[src/lpRegsPkg.sv]
// Bus word, register select, CSR bit positions and bus write struct for the LP20 registers

`default_nettype none

package lpRegsPkg;

   //////////////////////////////////////////////////
   // Bus types
   //////////////////////////////////////////////////

   // Host bus data word
   typedef logic [35:0] lpWord;

   // Register select on the host bus
   typedef logic [1:0] lpRegAddr;

   // Stored diagnostic byte
   typedef logic [7:0] lpCsrb;

   //////////////////////////////////////////////////
   // Register map
   //////////////////////////////////////////////////

   localparam lpRegAddr addrCsra = 2'd0;
   localparam lpRegAddr addrCsrb = 2'd1;
   localparam lpRegAddr addrPctr = 2'd2;
   // Read only, writes are dropped
   localparam lpRegAddr addrLine = 2'd3;

   // CSRA bit positions
   // Init is a write-only pulse, reads back as zero
   localparam int csraInit      = 0;
   localparam int csraIntEnable = 1;
   // Page zero is sticky, write 1 to clear
   localparam int csraPageZero  = 2;
   localparam int csraTestPctr  = 3;

   // CSRB write bit that steps the page counter in test mode
   localparam int csrbTestStep  = 0;

   // Single-cycle host write
   typedef struct packed {
      logic     wr;
      lpRegAddr addr;
      lpWord    data;
   } lpBusWrite;

endpackage

`default_nettype wire

[src/lpFormsPkg.sv]
// Character code, line and page count types and forms constants for the LP20 forms logic

`default_nettype none

package lpFormsPkg;

   //////////////////////////////////////////////////
   // Forms types
   //////////////////////////////////////////////////

   // Printer character code
   typedef logic [7:0] lpChar;

   // Line position within the form
   typedef logic [6:0] lpLineCount;

   // Page count held in PCTR
   typedef logic [11:0] lpPageCount;

   // PCTR field width as seen on the bus
   localparam int pctrWidth = 16;

   //////////////////////////////////////////////////
   // Control codes and form size
   //////////////////////////////////////////////////

   // Advance one line
   localparam lpChar charLineFeed = 8'h0A;

   // Skip to top of next form
   localparam lpChar charFormFeed = 8'h0C;

   // Lines per form
   localparam lpLineCount formLength = 7'd66;

   // Character strobe from the print data path
   typedef struct packed {
      logic  valid;
      lpChar code;
   } lpCharIn;

endpackage

`default_nettype wire

[src/lpPageCounter.sv]
// Page count register with load, decrement, test mode step and page-zero detect

`default_nettype none
`timescale 1ns/1ps

module lpPageCounter (
   input  wire logic                   clk,
   input  wire logic                   reset,
   input  wire logic                   init,
   input  wire logic                   pctrWrite,
   input  wire lpFormsPkg::lpPageCount loadValue,
   input  wire logic                   testPctr,
   input  wire logic                   csrbStep,
   input  wire logic                   topOfForm,
   output logic                        setPageZero,
   output lpFormsPkg::lpPageCount      pctrValue
);

   import lpFormsPkg::*;

   //////////////////////////////////////////////////
   // Decrement request
   //////////////////////////////////////////////////

   logic decrement;
   lpPageCount count;

   // Test mode steps from CSRB writes only
   // Normal mode steps on each top of form
   assign decrement = testPctr ? csrbStep : topOfForm;

   //////////////////////////////////////////////////
   // Count register
   //////////////////////////////////////////////////

   // Clear wins over load, load wins over decrement
   always_ff @(posedge clk)
   begin
      if (reset || init)
      begin
         count <= '0;
      end
      else if (pctrWrite)
      begin
         count <= loadValue;
      end
      else if (decrement)
      begin
         // Wraps from 0 to all ones
         count <= count - lpPageCount'(1);
      end
   end

   //////////////////////////////////////////////////
   // Page zero detect
   //////////////////////////////////////////////////

   // About to step from 1 to 0
   assign setPageZero = decrement && (count == lpPageCount'(1));

   assign pctrValue = count;

endmodule

`default_nettype wire

[src/lpFormControl.sv]
// Line feed and form feed tracking, line position and registered top-of-form pulse

`default_nettype none
`timescale 1ns/1ps

module lpFormControl (
   input  wire logic                   clk,
   input  wire logic                   reset,
   input  wire logic                   init,
   input  wire lpFormsPkg::lpCharIn    charIn,
   output logic                        topOfForm,
   output lpFormsPkg::lpLineCount      linePos
);

   import lpFormsPkg::*;

   //////////////////////////////////////////////////
   // Character decode
   //////////////////////////////////////////////////

   logic isLineFeed;
   logic isFormFeed;
   logic lastLine;
   lpLineCount lineNext;
   logic tofNext;

   // Only strobed codes count
   assign isLineFeed = charIn.valid && (charIn.code == charLineFeed);
   assign isFormFeed = charIn.valid && (charIn.code == charFormFeed);

   // Next line feed fills the form
   assign lastLine = (linePos == formLength - lpLineCount'(1));

   //////////////////////////////////////////////////
   // Next line position and pulse
   //////////////////////////////////////////////////

   always_comb
   begin
      lineNext = linePos;
      tofNext  = 1'b0;

      if (isFormFeed)
      begin
         // Skip to top of next form
         lineNext = '0;
         tofNext  = 1'b1;
      end
      else if (isLineFeed)
      begin
         if (lastLine)
         begin
            // Form full, wrap
            lineNext = '0;
            tofNext  = 1'b1;
         end
         else
         begin
            lineNext = linePos + lpLineCount'(1);
         end
      end
      // Other codes leave the position alone
   end

   //////////////////////////////////////////////////
   // State registers
   //////////////////////////////////////////////////

   // Init also drops a pulse from the same cycle
   always_ff @(posedge clk)
   begin
      if (reset || init)
      begin
         linePos   <= '0;
         topOfForm <= 1'b0;
      end
      else
      begin
         linePos   <= lineNext;
         // One cycle wide, one per feed
         topOfForm <= tofNext;
      end
   end

endmodule

`default_nettype wire

[src/lpRegisters.sv]
// Bus write decode, CSRA and CSRB storage, sticky page-zero flag, interrupt and read mux

`default_nettype none
`timescale 1ns/1ps

module lpRegisters (
   input  wire logic                   clk,
   input  wire logic                   reset,
   input  wire lpRegsPkg::lpBusWrite   busWr,
   input  wire lpRegsPkg::lpRegAddr    busReadAddr,
   output lpRegsPkg::lpWord            busReadData,
   output logic                        initPulse,
   output logic                        testPctr,
   output logic                        csrbStep,
   output logic                        pctrWrite,
   output lpFormsPkg::lpPageCount      loadValue,
   input  wire logic                   setPageZero,
   input  wire lpFormsPkg::lpPageCount pctrValue,
   input  wire lpFormsPkg::lpLineCount linePos,
   output logic                        irq
);

   import lpRegsPkg::*;
   import lpFormsPkg::*;

   //////////////////////////////////////////////////
   // Write decode
   //////////////////////////////////////////////////

   logic csraWrite;
   logic csrbWrite;
   logic intEnable;
   logic pageZero;
   lpCsrb csrb;
   lpWord readData;

   assign csraWrite = busWr.wr && (busWr.addr == addrCsra);
   assign csrbWrite = busWr.wr && (busWr.addr == addrCsrb);
   assign pctrWrite = busWr.wr && (busWr.addr == addrPctr);

   // Init is a pulse only, nothing stores it
   assign initPulse = csraWrite && busWr.data[csraInit];

   // Page counter gates this with test mode
   assign csrbStep  = csrbWrite && busWr.data[csrbTestStep];

   // Low bits of the write carry the new page count
   assign loadValue = lpPageCount'(busWr.data);

   //////////////////////////////////////////////////
   // CSRA control bits
   //////////////////////////////////////////////////

   // Init leaves these alone, each CSRA write reloads them
   always_ff @(posedge clk)
   begin
      if (reset)
      begin
         intEnable <= 1'b0;
         testPctr  <= 1'b0;
      end
      else if (csraWrite)
      begin
         intEnable <= busWr.data[csraIntEnable];
         testPctr  <= busWr.data[csraTestPctr];
      end
   end

   // Sticky page zero
   // A set in the same cycle beats the clear
   always_ff @(posedge clk)
   begin
      if (reset)
      begin
         pageZero <= 1'b0;
      end
      else if (setPageZero)
      begin
         pageZero <= 1'b1;
      end
      else if (csraWrite && busWr.data[csraPageZero])
      begin
         pageZero <= 1'b0;
      end
   end

   //////////////////////////////////////////////////
   // CSRB diagnostic byte
   //////////////////////////////////////////////////

   always_ff @(posedge clk)
   begin
      if (reset)
      begin
         csrb <= '0;
      end
      else if (csrbWrite)
      begin
         csrb <= lpCsrb'(busWr.data);
      end
   end

   // Interrupt
   assign irq = pageZero && intEnable;

   //////////////////////////////////////////////////
   // Read mux
   //////////////////////////////////////////////////

   always_comb
   begin
      readData = '0;
      case (busReadAddr)
         addrCsra:
         begin
            readData[csraIntEnable] = intEnable;
            readData[csraPageZero]  = pageZero;
            readData[csraTestPctr]  = testPctr;
         end
         addrCsrb:
         begin
            readData = lpWord'(csrb);
         end
         addrPctr:
         begin
            // Count sits in a wider field, top bits zero
            readData[pctrWidth-1:0] = pctrWidth'(pctrValue);
         end
         addrLine:
         begin
            readData = lpWord'(linePos);
         end
         default:
         begin
            readData = '0;
         end
      endcase
   end

   assign busReadData = readData;

endmodule

`default_nettype wire

[src/lp20.sv]
// LP20 top level joining bus registers, forms control and page counter

`default_nettype none
`timescale 1ns/1ps

module lp20 (
   input  wire logic                 clk,
   input  wire logic                 reset,
   input  wire lpRegsPkg::lpBusWrite busWr,
   input  wire lpRegsPkg::lpRegAddr  busReadAddr,
   output lpRegsPkg::lpWord          busReadData,
   input  wire lpFormsPkg::lpCharIn  charIn,
   output logic                      irq
);

   import lpFormsPkg::*;

   //////////////////////////////////////////////////
   // Internal wires
   //////////////////////////////////////////////////

   logic initPulse;
   logic testPctr;
   logic csrbStep;
   logic pctrWrite;
   logic setPageZero;
   logic topOfForm;
   lpPageCount loadValue;
   lpPageCount pctrValue;
   lpLineCount linePos;

   // Host side registers
   lpRegisters regs (
      .clk         (clk),
      .reset       (reset),
      .busWr       (busWr),
      .busReadAddr (busReadAddr),
      .busReadData (busReadData),
      .initPulse   (initPulse),
      .testPctr    (testPctr),
      .csrbStep    (csrbStep),
      .pctrWrite   (pctrWrite),
      .loadValue   (loadValue),
      .setPageZero (setPageZero),
      .pctrValue   (pctrValue),
      .linePos     (linePos),
      .irq         (irq)
   );

   // Line tracking from the character stream
   lpFormControl forms (
      .clk       (clk),
      .reset     (reset),
      .init      (initPulse),
      .charIn    (charIn),
      .topOfForm (topOfForm),
      .linePos   (linePos)
   );

   // Pages left
   lpPageCounter pctr (
      .clk         (clk),
      .reset       (reset),
      .init        (initPulse),
      .pctrWrite   (pctrWrite),
      .loadValue   (loadValue),
      .testPctr    (testPctr),
      .csrbStep    (csrbStep),
      .topOfForm   (topOfForm),
      .setPageZero (setPageZero),
      .pctrValue   (pctrValue)
   );

endmodule

`default_nettype wire

[config.mk]
export PLATFORM = sky130hd
export DESIGN_NAME = lp20
export DESIGN_NICKNAME = d
export VERILOG_FILES = /design/src/lpRegsPkg.sv /design/src/lpFormsPkg.sv /design/src/lpPageCounter.sv /design/src/lpFormControl.sv /design/src/lpRegisters.sv /design/src/lp20.sv
export SDC_FILE = /design/constraint.sdc
export NUM_CORES = 1
export LEC_CHECK = 0
export BUFFER_PORTS_ARGS = -buffer_cell sky130_fd_sc_hd__buf_2
export CAP_MARGIN = 10
export CORE_ASPECT_RATIO = 0.5
export CORE_MARGIN = 5
export CORE_UTILIZATION = 51
export CTS_CLUSTER_DIAMETER = 50
export DETAILED_ROUTE_END_ITERATION = 16
export GPL_TIMING_DRIVEN = 1
export PLACE_DENSITY = 0.91
export SYNTH_ARGS = -nofsm -noshare
export SYNTH_HDL_FRONTEND = slang
export SYNTH_SLANG_ARGS = --single-unit
[constraint.sdc]
create_clock -name clk -period 3 [get_ports clk]
set_input_delay 0.45 -clock clk [delete_from_list [all_inputs] [get_ports clk]]
set_output_delay 0.45 -clock clk [all_outputs]
set_load 0.02 [all_outputs]
==> results of run 1 <==
registers in the layout, summed over array words and instances (netlist names):
name,flops
forms.topOfForm,1
regs.testPctr,1
regs.pageZero,1
pctr.pctrValue,12
regs.csrb,8
regs.intEnable,1
forms.linePos,7
path summary, 6_finish.rpt:
kind	slack (ns)	depth (start not counted)	end	startpoint
max	1.13	4	busReadData[0]	busReadAddr[0]
max reg2reg	1.16	4	pctr.pctrValue[9]$_SDFFE_PP0P_	pctr.pctrValue[0]$_SDFFE_PP0P_
min reg2reg	0.46	2	regs.csrb[7]$_SDFFE_PP0N_	regs.csrb[7]$_SDFFE_PP0N_
min	0.41	3	pctr.pctrValue[11]$_SDFFE_PP0P_	busWr[11]
through the flow:
step | power [mW] | utilization [%] | setup slack, ns | cell area [um2] | cells
after CTS | 0.9659 | 61.54 | 1.120 | 2195 | 321
after detailed placement | 0.5999 | 58.74 | 0.8149 | 2095 | 313
after global placement | 0.5954 | 58.74 | 0.9140 | 2095 | 313
final | 0.9667 | 61.54 | 1.133 | 2195 | 321
after global routing | 1.002 | 61.54 | 1.029 | 2195 | 321
after floorplan | 0.5830 | - | 1.089 | 2049 | 254
worst reg2reg max path, cell delays in order, from the launching register on:
cell     delay [ns]
dfxtp_1        0.36
or4_1          0.65
or3_2          0.45
a21oi_1        0.16
o22ai_1        0.10
layout by cell type, fill, tap and decap left out, drive strengths merged, types with 3 or more instances in the layout:
| cell type | n |
|---|---|
| a211oi | 8 |
| a21oi | 14 |
| a22o | 5 |
| and2 | 6 |
| buf | 41 |
| clkbuf | 8 |
| conb | 24 |
| dfxtp | 31 |
| ha | 4 |
| inv | 4 |
| mux2 | 3 |
| mux4 | 3 |
| nand2 | 25 |
| nand3 | 11 |
| nand4 | 4 |
| nor2 | 22 |
| nor2b | 4 |
| nor3 | 5 |
| nor4 | 5 |
| o21ai | 3 |
| xnor2 | 7 |
| xor2 | 9 |
cells in the mapped netlist (2+ instances only):
master and n:
a21oi_1 14, and2_1 6, nor3_1 4, nand3_1 11, mux2_2 3, or3b_2 2, xnor2_1 7, nor2b_1 4
nand2_1 25, clkbuf_1 6, a22oi_1 2, mux2i_1 2, nor4_1 5, nand4_1 4, buf_4 24, dfxtp_1 31
mux4_2 3, o21ai_0 3, a31oi_1 2, xor2_1 9, a22o_1 5, a211oi_1 7, ha_1 4, inv_1 4
nor2_1 22
cell families (layout without fill, tap and decap cells):
group	Yosys count	count (layout)	synth area share, %
AOI/OAI and AO/OA	39	39	14.34
other	1	24	0.1910
muxes	8	8	6.182
adders and majority gates	4	4	2.549
xor gates and xnor gates	16	16	7.139
DFF	31	31	31.61
and+or+nand+nor	95	95	25.69
buffers and inverters	37	53	12.30
cell type report:
class                   instances  area (um2)  share of cell area, %
clock buffers                   8       100.1                  4.561
inverters                       4       15.01                 0.6842
multi-input cells             186        1187                  54.11
flip-flops and latches         31       620.6                  28.28
well taps                      51       63.81                  2.908
repair buffers                 41       207.7                  9.464
power breakdown:
group          switching (mW)  internal (mW)
clock network           0.161          0.209
registers              0.0137          0.423
logic                   0.101         0.0576
total                   0.276          0.690
layer usage:
layer	track usage (%)	up-vias	part of all wire [%]
met1	21.92	819	41
met3	4.528	17	9.7
met4	8.506	0	2.1
met2	32.99	111	47
met5	0	-	0
li1	-	840	-
==> impl_metrics.ini, run 1 <==
[layout]
nets = 325
fillers = 312
drive_gt1_share_pct = 24.44
area_delta_synth_final_pct = 11.79
n_antenna_cell = 0

[clocking]
cts_tree = yes
cts_made_buffers = 5
clockRootBuffer = clkbuf_8
path_clk_slew_ns = 0.07
postCtsHoldBufs = 0
ctsResizeCount = 0
postCtsSetupBuffers = 0
clk_latency_ns = 0.29
cts.sink_count = 31
cts_htree_levels = 2
clk_path_buf_depth = 2

[placement]
gp_congestion = 0.8813
port_buffers = 40
dp_hpwl_um = 3551

[routing]
routed_wl_um = 4817
drt_iter0_drc = 270
post_drt_wl_per_cell_um = 15.01
vias_per_cell = 5.567
first_pass_iters = 5
antenna_left = 0
vias = 1787
drc = 0

[synth]
netlist_area_um2 = 1963
syn_inst = 231
synth_ff_type = dfxtp_1
synth-edff-count = 0
synthDistinctLibCells = 47
yosysWarnings = 0
ys_top_cells_by_area = dfxtp_1, buf_4, nand2_1
async_flop_share_pct = 0
synth.avg_cell_area_um2 = 8.498
synth.largest_area_cell = dfxtp_1
ys_seq_area_share_pct = 31.61
netlist.area_leader.share_pct = 31.61
ys_ff_latch = 31

[timing]
slew_viol_final = 0
worst_slew_pin_slew_ns = 0.6559
max_slew_margin_pct = 56.15
period_needed_ns = 1.867
fin_crit_sh_pct = 62.23
fmax_mhz = 535.7
skew_ns = 0.004504
whs_ns = 0.4126
finalHoldViolations = 0
setup_viol = 0
rsz0062_at_grt = no
fin_tns_setup_ns = 0

[floorplan]
rows = 15
die_w_um = 97.74
pin_count = 89
core-area_um2 = 3566
initial_utilization_pct = 55.05
die_h_um = 53.87
die_area_um2 = 5265

[critical_path]
cp_cell_sequence = buf_2, nor2b_1, a22o_1, buf_2
slowest_delay_ns = 0.38
worstSetupStartpointType = input pin
path_common_cell = buf_2
path_max_fanout = 10
crit_buf_inv = 2
worstPathArrival_ns = 1.42
endpoint_kind = output port
cp_data_required_time_ns = 2.55
crit_family = simple AND/OR/NAND/NOR gates
crit_slowest_cell = nor2b_1
crit_type = in2out

[grt]
grt_pass1_wl_um = 7555
grt_overflow = 0
track_usage_pct = 18.53
antenna_found_initial = 0
grt_pass1_vias = 1628
grt_max_degree = 18

[status]
outcome = finished, final reports clean

[power_and_ir_drop]
pwr_density_cell_nw_per_um2 = 440.5
leakagePower_nw = 0.9249
ir_drop_uv = 176.4

[flow_run]
drv_cap = 0

[min_path]
hold_class = in2reg
Power figures use the tool's default switching activity.
==> run 2: changes to the inputs <==
--- a/config.mk
+++ b/config.mk
@@ -9,11 +9,11 @@
 export CAP_MARGIN = 10
 export CORE_ASPECT_RATIO = 0.5
 export CORE_MARGIN = 5
-export CORE_UTILIZATION = 51
+export CORE_UTILIZATION = 47
 export CTS_CLUSTER_DIAMETER = 50
 export DETAILED_ROUTE_END_ITERATION = 16
 export GPL_TIMING_DRIVEN = 1
-export PLACE_DENSITY = 0.91
+export PLACE_DENSITY = 0.85
 export SYNTH_ARGS = -nofsm -noshare
 export SYNTH_HDL_FRONTEND = slang
 export SYNTH_SLANG_ARGS = --single-unit
==> constraint.sdc (replaced) <==
create_clock -name clk -period 1.85 [get_ports clk]
set_input_delay 0.2775 -clock clk [delete_from_list [all_inputs] [get_ports clk]]
set_output_delay 0.2775 -clock clk [all_outputs]
set_load 0.02 [all_outputs]
==> impl_metrics.ini, run 2 (synthesized netlist as in run 1, its figures left out) <==
[flow_run]
drv_cap = 0

[critical_path]
slowest_delay_ns = 0.51
crit_family = simple AND/OR/NAND/NOR gates
endpoint_kind = register
worstSetupStartpointType = register
worstPathArrival_ns = 1.98
path_max_fanout = 5
crit_buf_inv = 0
crit_slowest_cell = or4_4
crit_type = reg2reg
cp_cell_sequence = or4_4, or2_4, nor3_2, xnor2_1, a211oi_2
cp_data_required_time_ns = 2.05

[placement]
gp_congestion = 0.8981
dp_hpwl_um = 3540
dpl-instance-area_um2 = 2173
port_buffers = 40

[status]
outcome = finished, final reports clean

[power_and_ir_drop]
power.switching_mw = 0.4448
total_power_mw = 1.672
combPwrFrac_pct = 16.6
pwr-share-clk_pct = 41.4
p_seq_share_pct = 42.0
pwr_density_cell_nw_per_um2 = 727.0
internal_power_mw = 1.227
ir_drop_uv = 311.7
p_sw_share_pct = 26.61
leakagePower_nw = 0.9887

[grt]
antenna_found_initial = 0
grt_overflow = 0
track_usage_pct = 16.86
grt_pass1_vias = 1694
grt_pass1_wl_um = 7665
grt_max_degree = 18

[routing]
vias = 1789
routed_wl_um = 4701
drc = 0
drt_iter0_drc = 131
post_drt_wl_per_cell_um = 14.07
first_pass_iters = 4
antenna_left = 0
vias_per_cell = 5.356

[floorplan]
die_h_um = 55.70
rows = 16
die_area_um2 = 5648
initial_utilization_pct = 49.53
pin_count = 89
core-area_um2 = 3964
die_w_um = 101.4

[timing]
fin_tns_setup_ns = 0
fmax_mhz = 563.0
period_needed_ns = 1.776
fin_crit_sh_pct = 96.01
skew_ns = 0.004714
slew_viol_final = 0
rsz0062_at_grt = no
finalHoldViolations = 0
setup_viol = 0

[layout]
drive_gt1_share_pct = 28.21
n_antenna_cell = 0
largest_register_ffs = 12
fin_area_um2 = 2300
fin_util_pct = 58.02
final_cell_mix = buf_2, dfxtp_1, nand2_1
nets = 335
fillers = 332
final_common_cell = buf_2
area_delta_synth_final_pct = 17.14

[clocking]
postCtsHoldBufs = 0
cts_htree_levels = 2
ctsResizeCount = 0
postCtsSetupBuffers = 0
clk_path_buf_depth = 2
clockRootBuffer = clkbuf_8
cts.sink_count = 31
cts_tree = yes
clk_latency_ns = 0.28
cts_made_buffers = 5
path_clk_slew_ns = 0.07

[min_path]
hold_class = in2reg
## run 2: cell count changes in the layout (fill, tap and decap cells not counted), sizes merged
cell	previous run	this run
buf	41	51
clkbuf	8	6
clkinv	0	1
bufinv	0	1
## run 2: power by group through the flow
stage | logic [mW] | clock network (mW) | registers (mW)
after floorplan | 0.230 | 0 | 0.716
after global placement | 0.262 | 0 | 0.714
after detailed placement | 0.266 | 0 | 0.715
after CTS | 0.269 | 0.701 | 0.701
after global routing | 0.303 | 0.742 | 0.703
final | 0.278 | 0.692 | 0.702
## run 2: routing by layer
| layer | vias up | share of wire (%) | track usage (%) |
|---|---|---|---|
| li1 | 866 | - | - |
| met2 | 94 | 46 | 26.49 |
| met5 | - | 0 | 0 |
| met1 | 820 | 42 | 21.65 |
| met3 | 9 | 11 | 4.255 |
| met4 | 0 | 1.1 | 7.576 |
## run 2: path summary, 6_finish.rpt
path / cells after the start / startpoint / end / slack [ns]
max: 5 / pctr.pctrValue[6]$_SDFFE_PP0P_ / pctr.pctrValue[10]$_SDFFE_PP0P_ / 0.07
min: 3 / busWr[11] / pctr.pctrValue[11]$_SDFFE_PP0P_ / 0.25
max reg2reg: 5 / pctr.pctrValue[6]$_SDFFE_PP0P_ / pctr.pctrValue[10]$_SDFFE_PP0P_ / 0.07
min reg2reg: 2 / regs.csrb[7]$_SDFFE_PP0N_ / regs.csrb[7]$_SDFFE_PP0N_ / 0.47
## run 2: worst min-delay path: cells and delay by family
kind	cells	cell delay, ns
AO/OA/AOI/OAI	1	0.06
AND/OR/NAND/NOR	1	0.04
buffers and inverters	1	0.10
## run 2: area by class of cell
type / instances / area (um2) / share of cell area, %
Inverter: 4 / 15.01 / 0.6529
Tap cell: 54 / 67.56 / 2.938
Clock inverter: 2 / 35.03 / 1.523
Clock buffer: 6 / 82.58 / 3.591
Timing Repair Buffer: 51 / 282.8 / 12.30
Multi-Input combinational cell: 186 / 1196 / 52.01
Sequential cell: 31 / 620.6 / 26.99
## run 2: stage by stage
step,cells,hold slack [ns],setup WS (ns)
final,334,0.2452,0.07388
after global routing,334,0.2331,0.02054
after CTS,334,0.2386,0.06367
after detailed placement,326,0.4532,-0.07088
after global placement,326,0.4422,-0.01750
after floorplan,254,0.3466,0.1118
==> run 3: changes to the inputs <==
--- a/config.mk
+++ b/config.mk
@@ -5,15 +5,16 @@
 export SDC_FILE = /design/constraint.sdc
 export NUM_CORES = 1
 export LEC_CHECK = 0
+export ABC_AREA = 1
 export BUFFER_PORTS_ARGS = -buffer_cell sky130_fd_sc_hd__buf_2
 export CAP_MARGIN = 10
 export CORE_ASPECT_RATIO = 0.5
 export CORE_MARGIN = 5
-export CORE_UTILIZATION = 47
+export CORE_UTILIZATION = 49
 export CTS_CLUSTER_DIAMETER = 50
 export DETAILED_ROUTE_END_ITERATION = 16
 export GPL_TIMING_DRIVEN = 1
-export PLACE_DENSITY = 0.85
+export PLACE_DENSITY = 0.86
 export SYNTH_ARGS = -nofsm -noshare
 export SYNTH_HDL_FRONTEND = slang
 export SYNTH_SLANG_ARGS = --single-unit
==> impl_metrics.ini, run 3 <==
[status]
outcome = finished, final reports clean

[placement]
port_buffers = 40
gp_congestion = 0.8671
dp_hpwl_um = 4051
dpl-instance-area_um2 = 2402

[critical_path]
crit_buf_inv = 3
slowest_delay_ns = 0.36
cp_cell_sequence = clkinv_1, buf_4, o211ai_1, buf_2
reg2reg_depth = 7
crit_type = reg2out
worstSetupStartpointType = register
crit_family = buffers and inverters
worstPathArrival_ns = 1.32
path_max_fanout = 7
cp_data_required_time_ns = 1.57
endpoint_kind = output port
crit_slowest_cell = dfxtp_1
path_depth = 4

[synth]
async_flop_share_pct = 0
synthMostInstantiatedCell = nand2_1
ys_top_cells_by_area = dfxtp_1, nand2_1, buf_4
synth-edff-count = 0
synthTopCellsByCount = nand2_1, inv_1, nor2_1
synth.largest_area_cell = dfxtp_1
yosysWarnings = 0
netlist.area_leader.share_pct = 27.93
ys_ff_latch = 31
synth_ff_type = dfxtp_1
synth.avg_cell_area_um2 = 6.517
ys_seq_area_share_pct = 27.93
syn_inst = 341
netlist_area_um2 = 2222
synthDistinctLibCells = 33

[grt]
antenna_found_initial = 0
grt_pass1_vias = 1926
grt_max_degree = 18
grt_pass1_wl_um = 8431
grt_overflow = 0
track_usage_pct = 16.85

[timing]
worst_slew_pin_slew_ns = 0.5329
skew_ns = 0.005069
period_needed_ns = 1.593
fin_crit_sh_pct = 86.12
whs_ns = 0.1804
setup_viol = 0
rsz0062_at_grt = no
max_slew_margin_pct = 64.26
finalHoldViolations = 0
fmax_mhz = 627.6
slew_viol_final = 0
fin_tns_setup_ns = 0

[routing]
drc = 0
post_drt_wl_per_cell_um = 11.74
vias_per_cell = 4.971
antenna_left = 0
drt_iter0_drc = 136
routed_wl_um = 5211
first_pass_iters = 4
vias = 2207

[flow_run]
drv_cap = 0

[clocking]
cts_tree = yes
clk_path_buf_depth = 2
postCtsSetupBuffers = 0
clockRootBuffer = clkbuf_8
clk_latency_ns = 0.28
postCtsHoldBufs = 0
path_clk_slew_ns = 0.06
cts.sink_count = 31
ctsResizeCount = 0
cts_htree_levels = 2
cts_made_buffers = 5

[power_and_ir_drop]
pwr_density_cell_nw_per_um2 = 673.5
ir_drop_uv = 325.2
leakagePower_nw = 1.199

[layout]
final_common_cell = nand2_1
largest_register_ffs = 12
area_delta_synth_final_pct = 11.37
n_antenna_cell = 0
nets = 444
fillers = 441
fin_area_um2 = 2475
drive_gt1_share_pct = 18.09
final_cell_mix = nand2_1, inv_1, buf_2

[floorplan]
die_area_um2 = 6064
pin_count = 89
rows = 17
die_h_um = 57.62
die_w_um = 105.2
core-area_um2 = 4382
initial_utilization_pct = 50.71

[min_path]
hold_depth = 2
hold_class = in2reg
## run 3: per-layer routing
| layer | GRT usage, % | vias up | part of all wire (%) |
|---|---|---|---|
| li1 | - | 1143 | - |
| met1 | 21.58 | 988 | 46 |
| met2 | 28.89 | 65 | 46 |
| met3 | 3.003 | 11 | 6.7 |
| met4 | 6.011 | 0 | 1.5 |
| met5 | 0 | - | 0 |
## run 3: cell families (layout without fill, tap and decap cells)
kind of cell | Yosys count | in the layout | share of synthesized area [%]
compound gates | 59 | 59 | 14.98
xor+xnor | 3 | 3 | 1.183
other cells | 1 | 24 | 0.1688
buf+inv | 80 | 103 | 18.47
flops | 31 | 31 | 27.93
simple gates | 163 | 163 | 35.02
fa+ha+maj | 4 | 4 | 2.252
## run 3: metrics by stage
step	utilization, %	setup WS (ns)	power [mW]	cells
after floorplan	-	0.4936	1.112	364
after global placement	54.83	0.4595	1.176	438
after detailed placement	54.83	0.4380	1.183	438
after CTS	56.48	0.2604	1.666	444
after global routing	56.48	0.1850	1.754	444
final	56.48	0.2567	1.667	444
## run 3: layout make-up
class                   count  area (um2)  share of cell area (%)
well taps                  57       71.32                   2.882
flip-flops and latches     31       620.6                   25.08
inverters                  52       195.2                   7.887
repair buffers             45       237.7                   9.606
multi-input cells         253        1277                   51.62
clock buffers               6       72.57                   2.932
## run 3: worst register-to-register path: stages, from the launching register on
cell and delay (ns):
dfxtp_1 0.45, inv_1 0.09, ha_1 0.24, nand2_1 0.14
nand2_1 0.06, nand3_1 0.07, o21ai_0 0.10, a21oi_1 0.16
## run 3: worst paths after layout
path                                        from                        endpoint  slack (ns)
setup / recovery  pctr.pctrValue[0]$_SDFFE_PP0P_                  busReadData[0]        0.26
hold / removal                             reset      regs.pageZero$_SDFFE_PP0P_        0.18
setup reg to reg  pctr.pctrValue[1]$_SDFFE_PP0P_  pctr.pctrValue[4]$_SDFFE_PP0P_        0.47
hold reg to reg        regs.csrb[6]$_SDFFE_PP0N_       regs.csrb[6]$_SDFFE_PP0N_        0.45
## run 3: power breakdown
part | leakage (nW) | internal, mW | switching (mW) | total (mW)
clock network | 0.0371 | 0.250 | 0.240 | 0.490
registers | 0.252 | 0.699 | 0.0346 | 0.734
logic | 0.910 | 0.152 | 0.291 | 0.443
total | 1.20 | 1.10 | 0.565 | 1.67
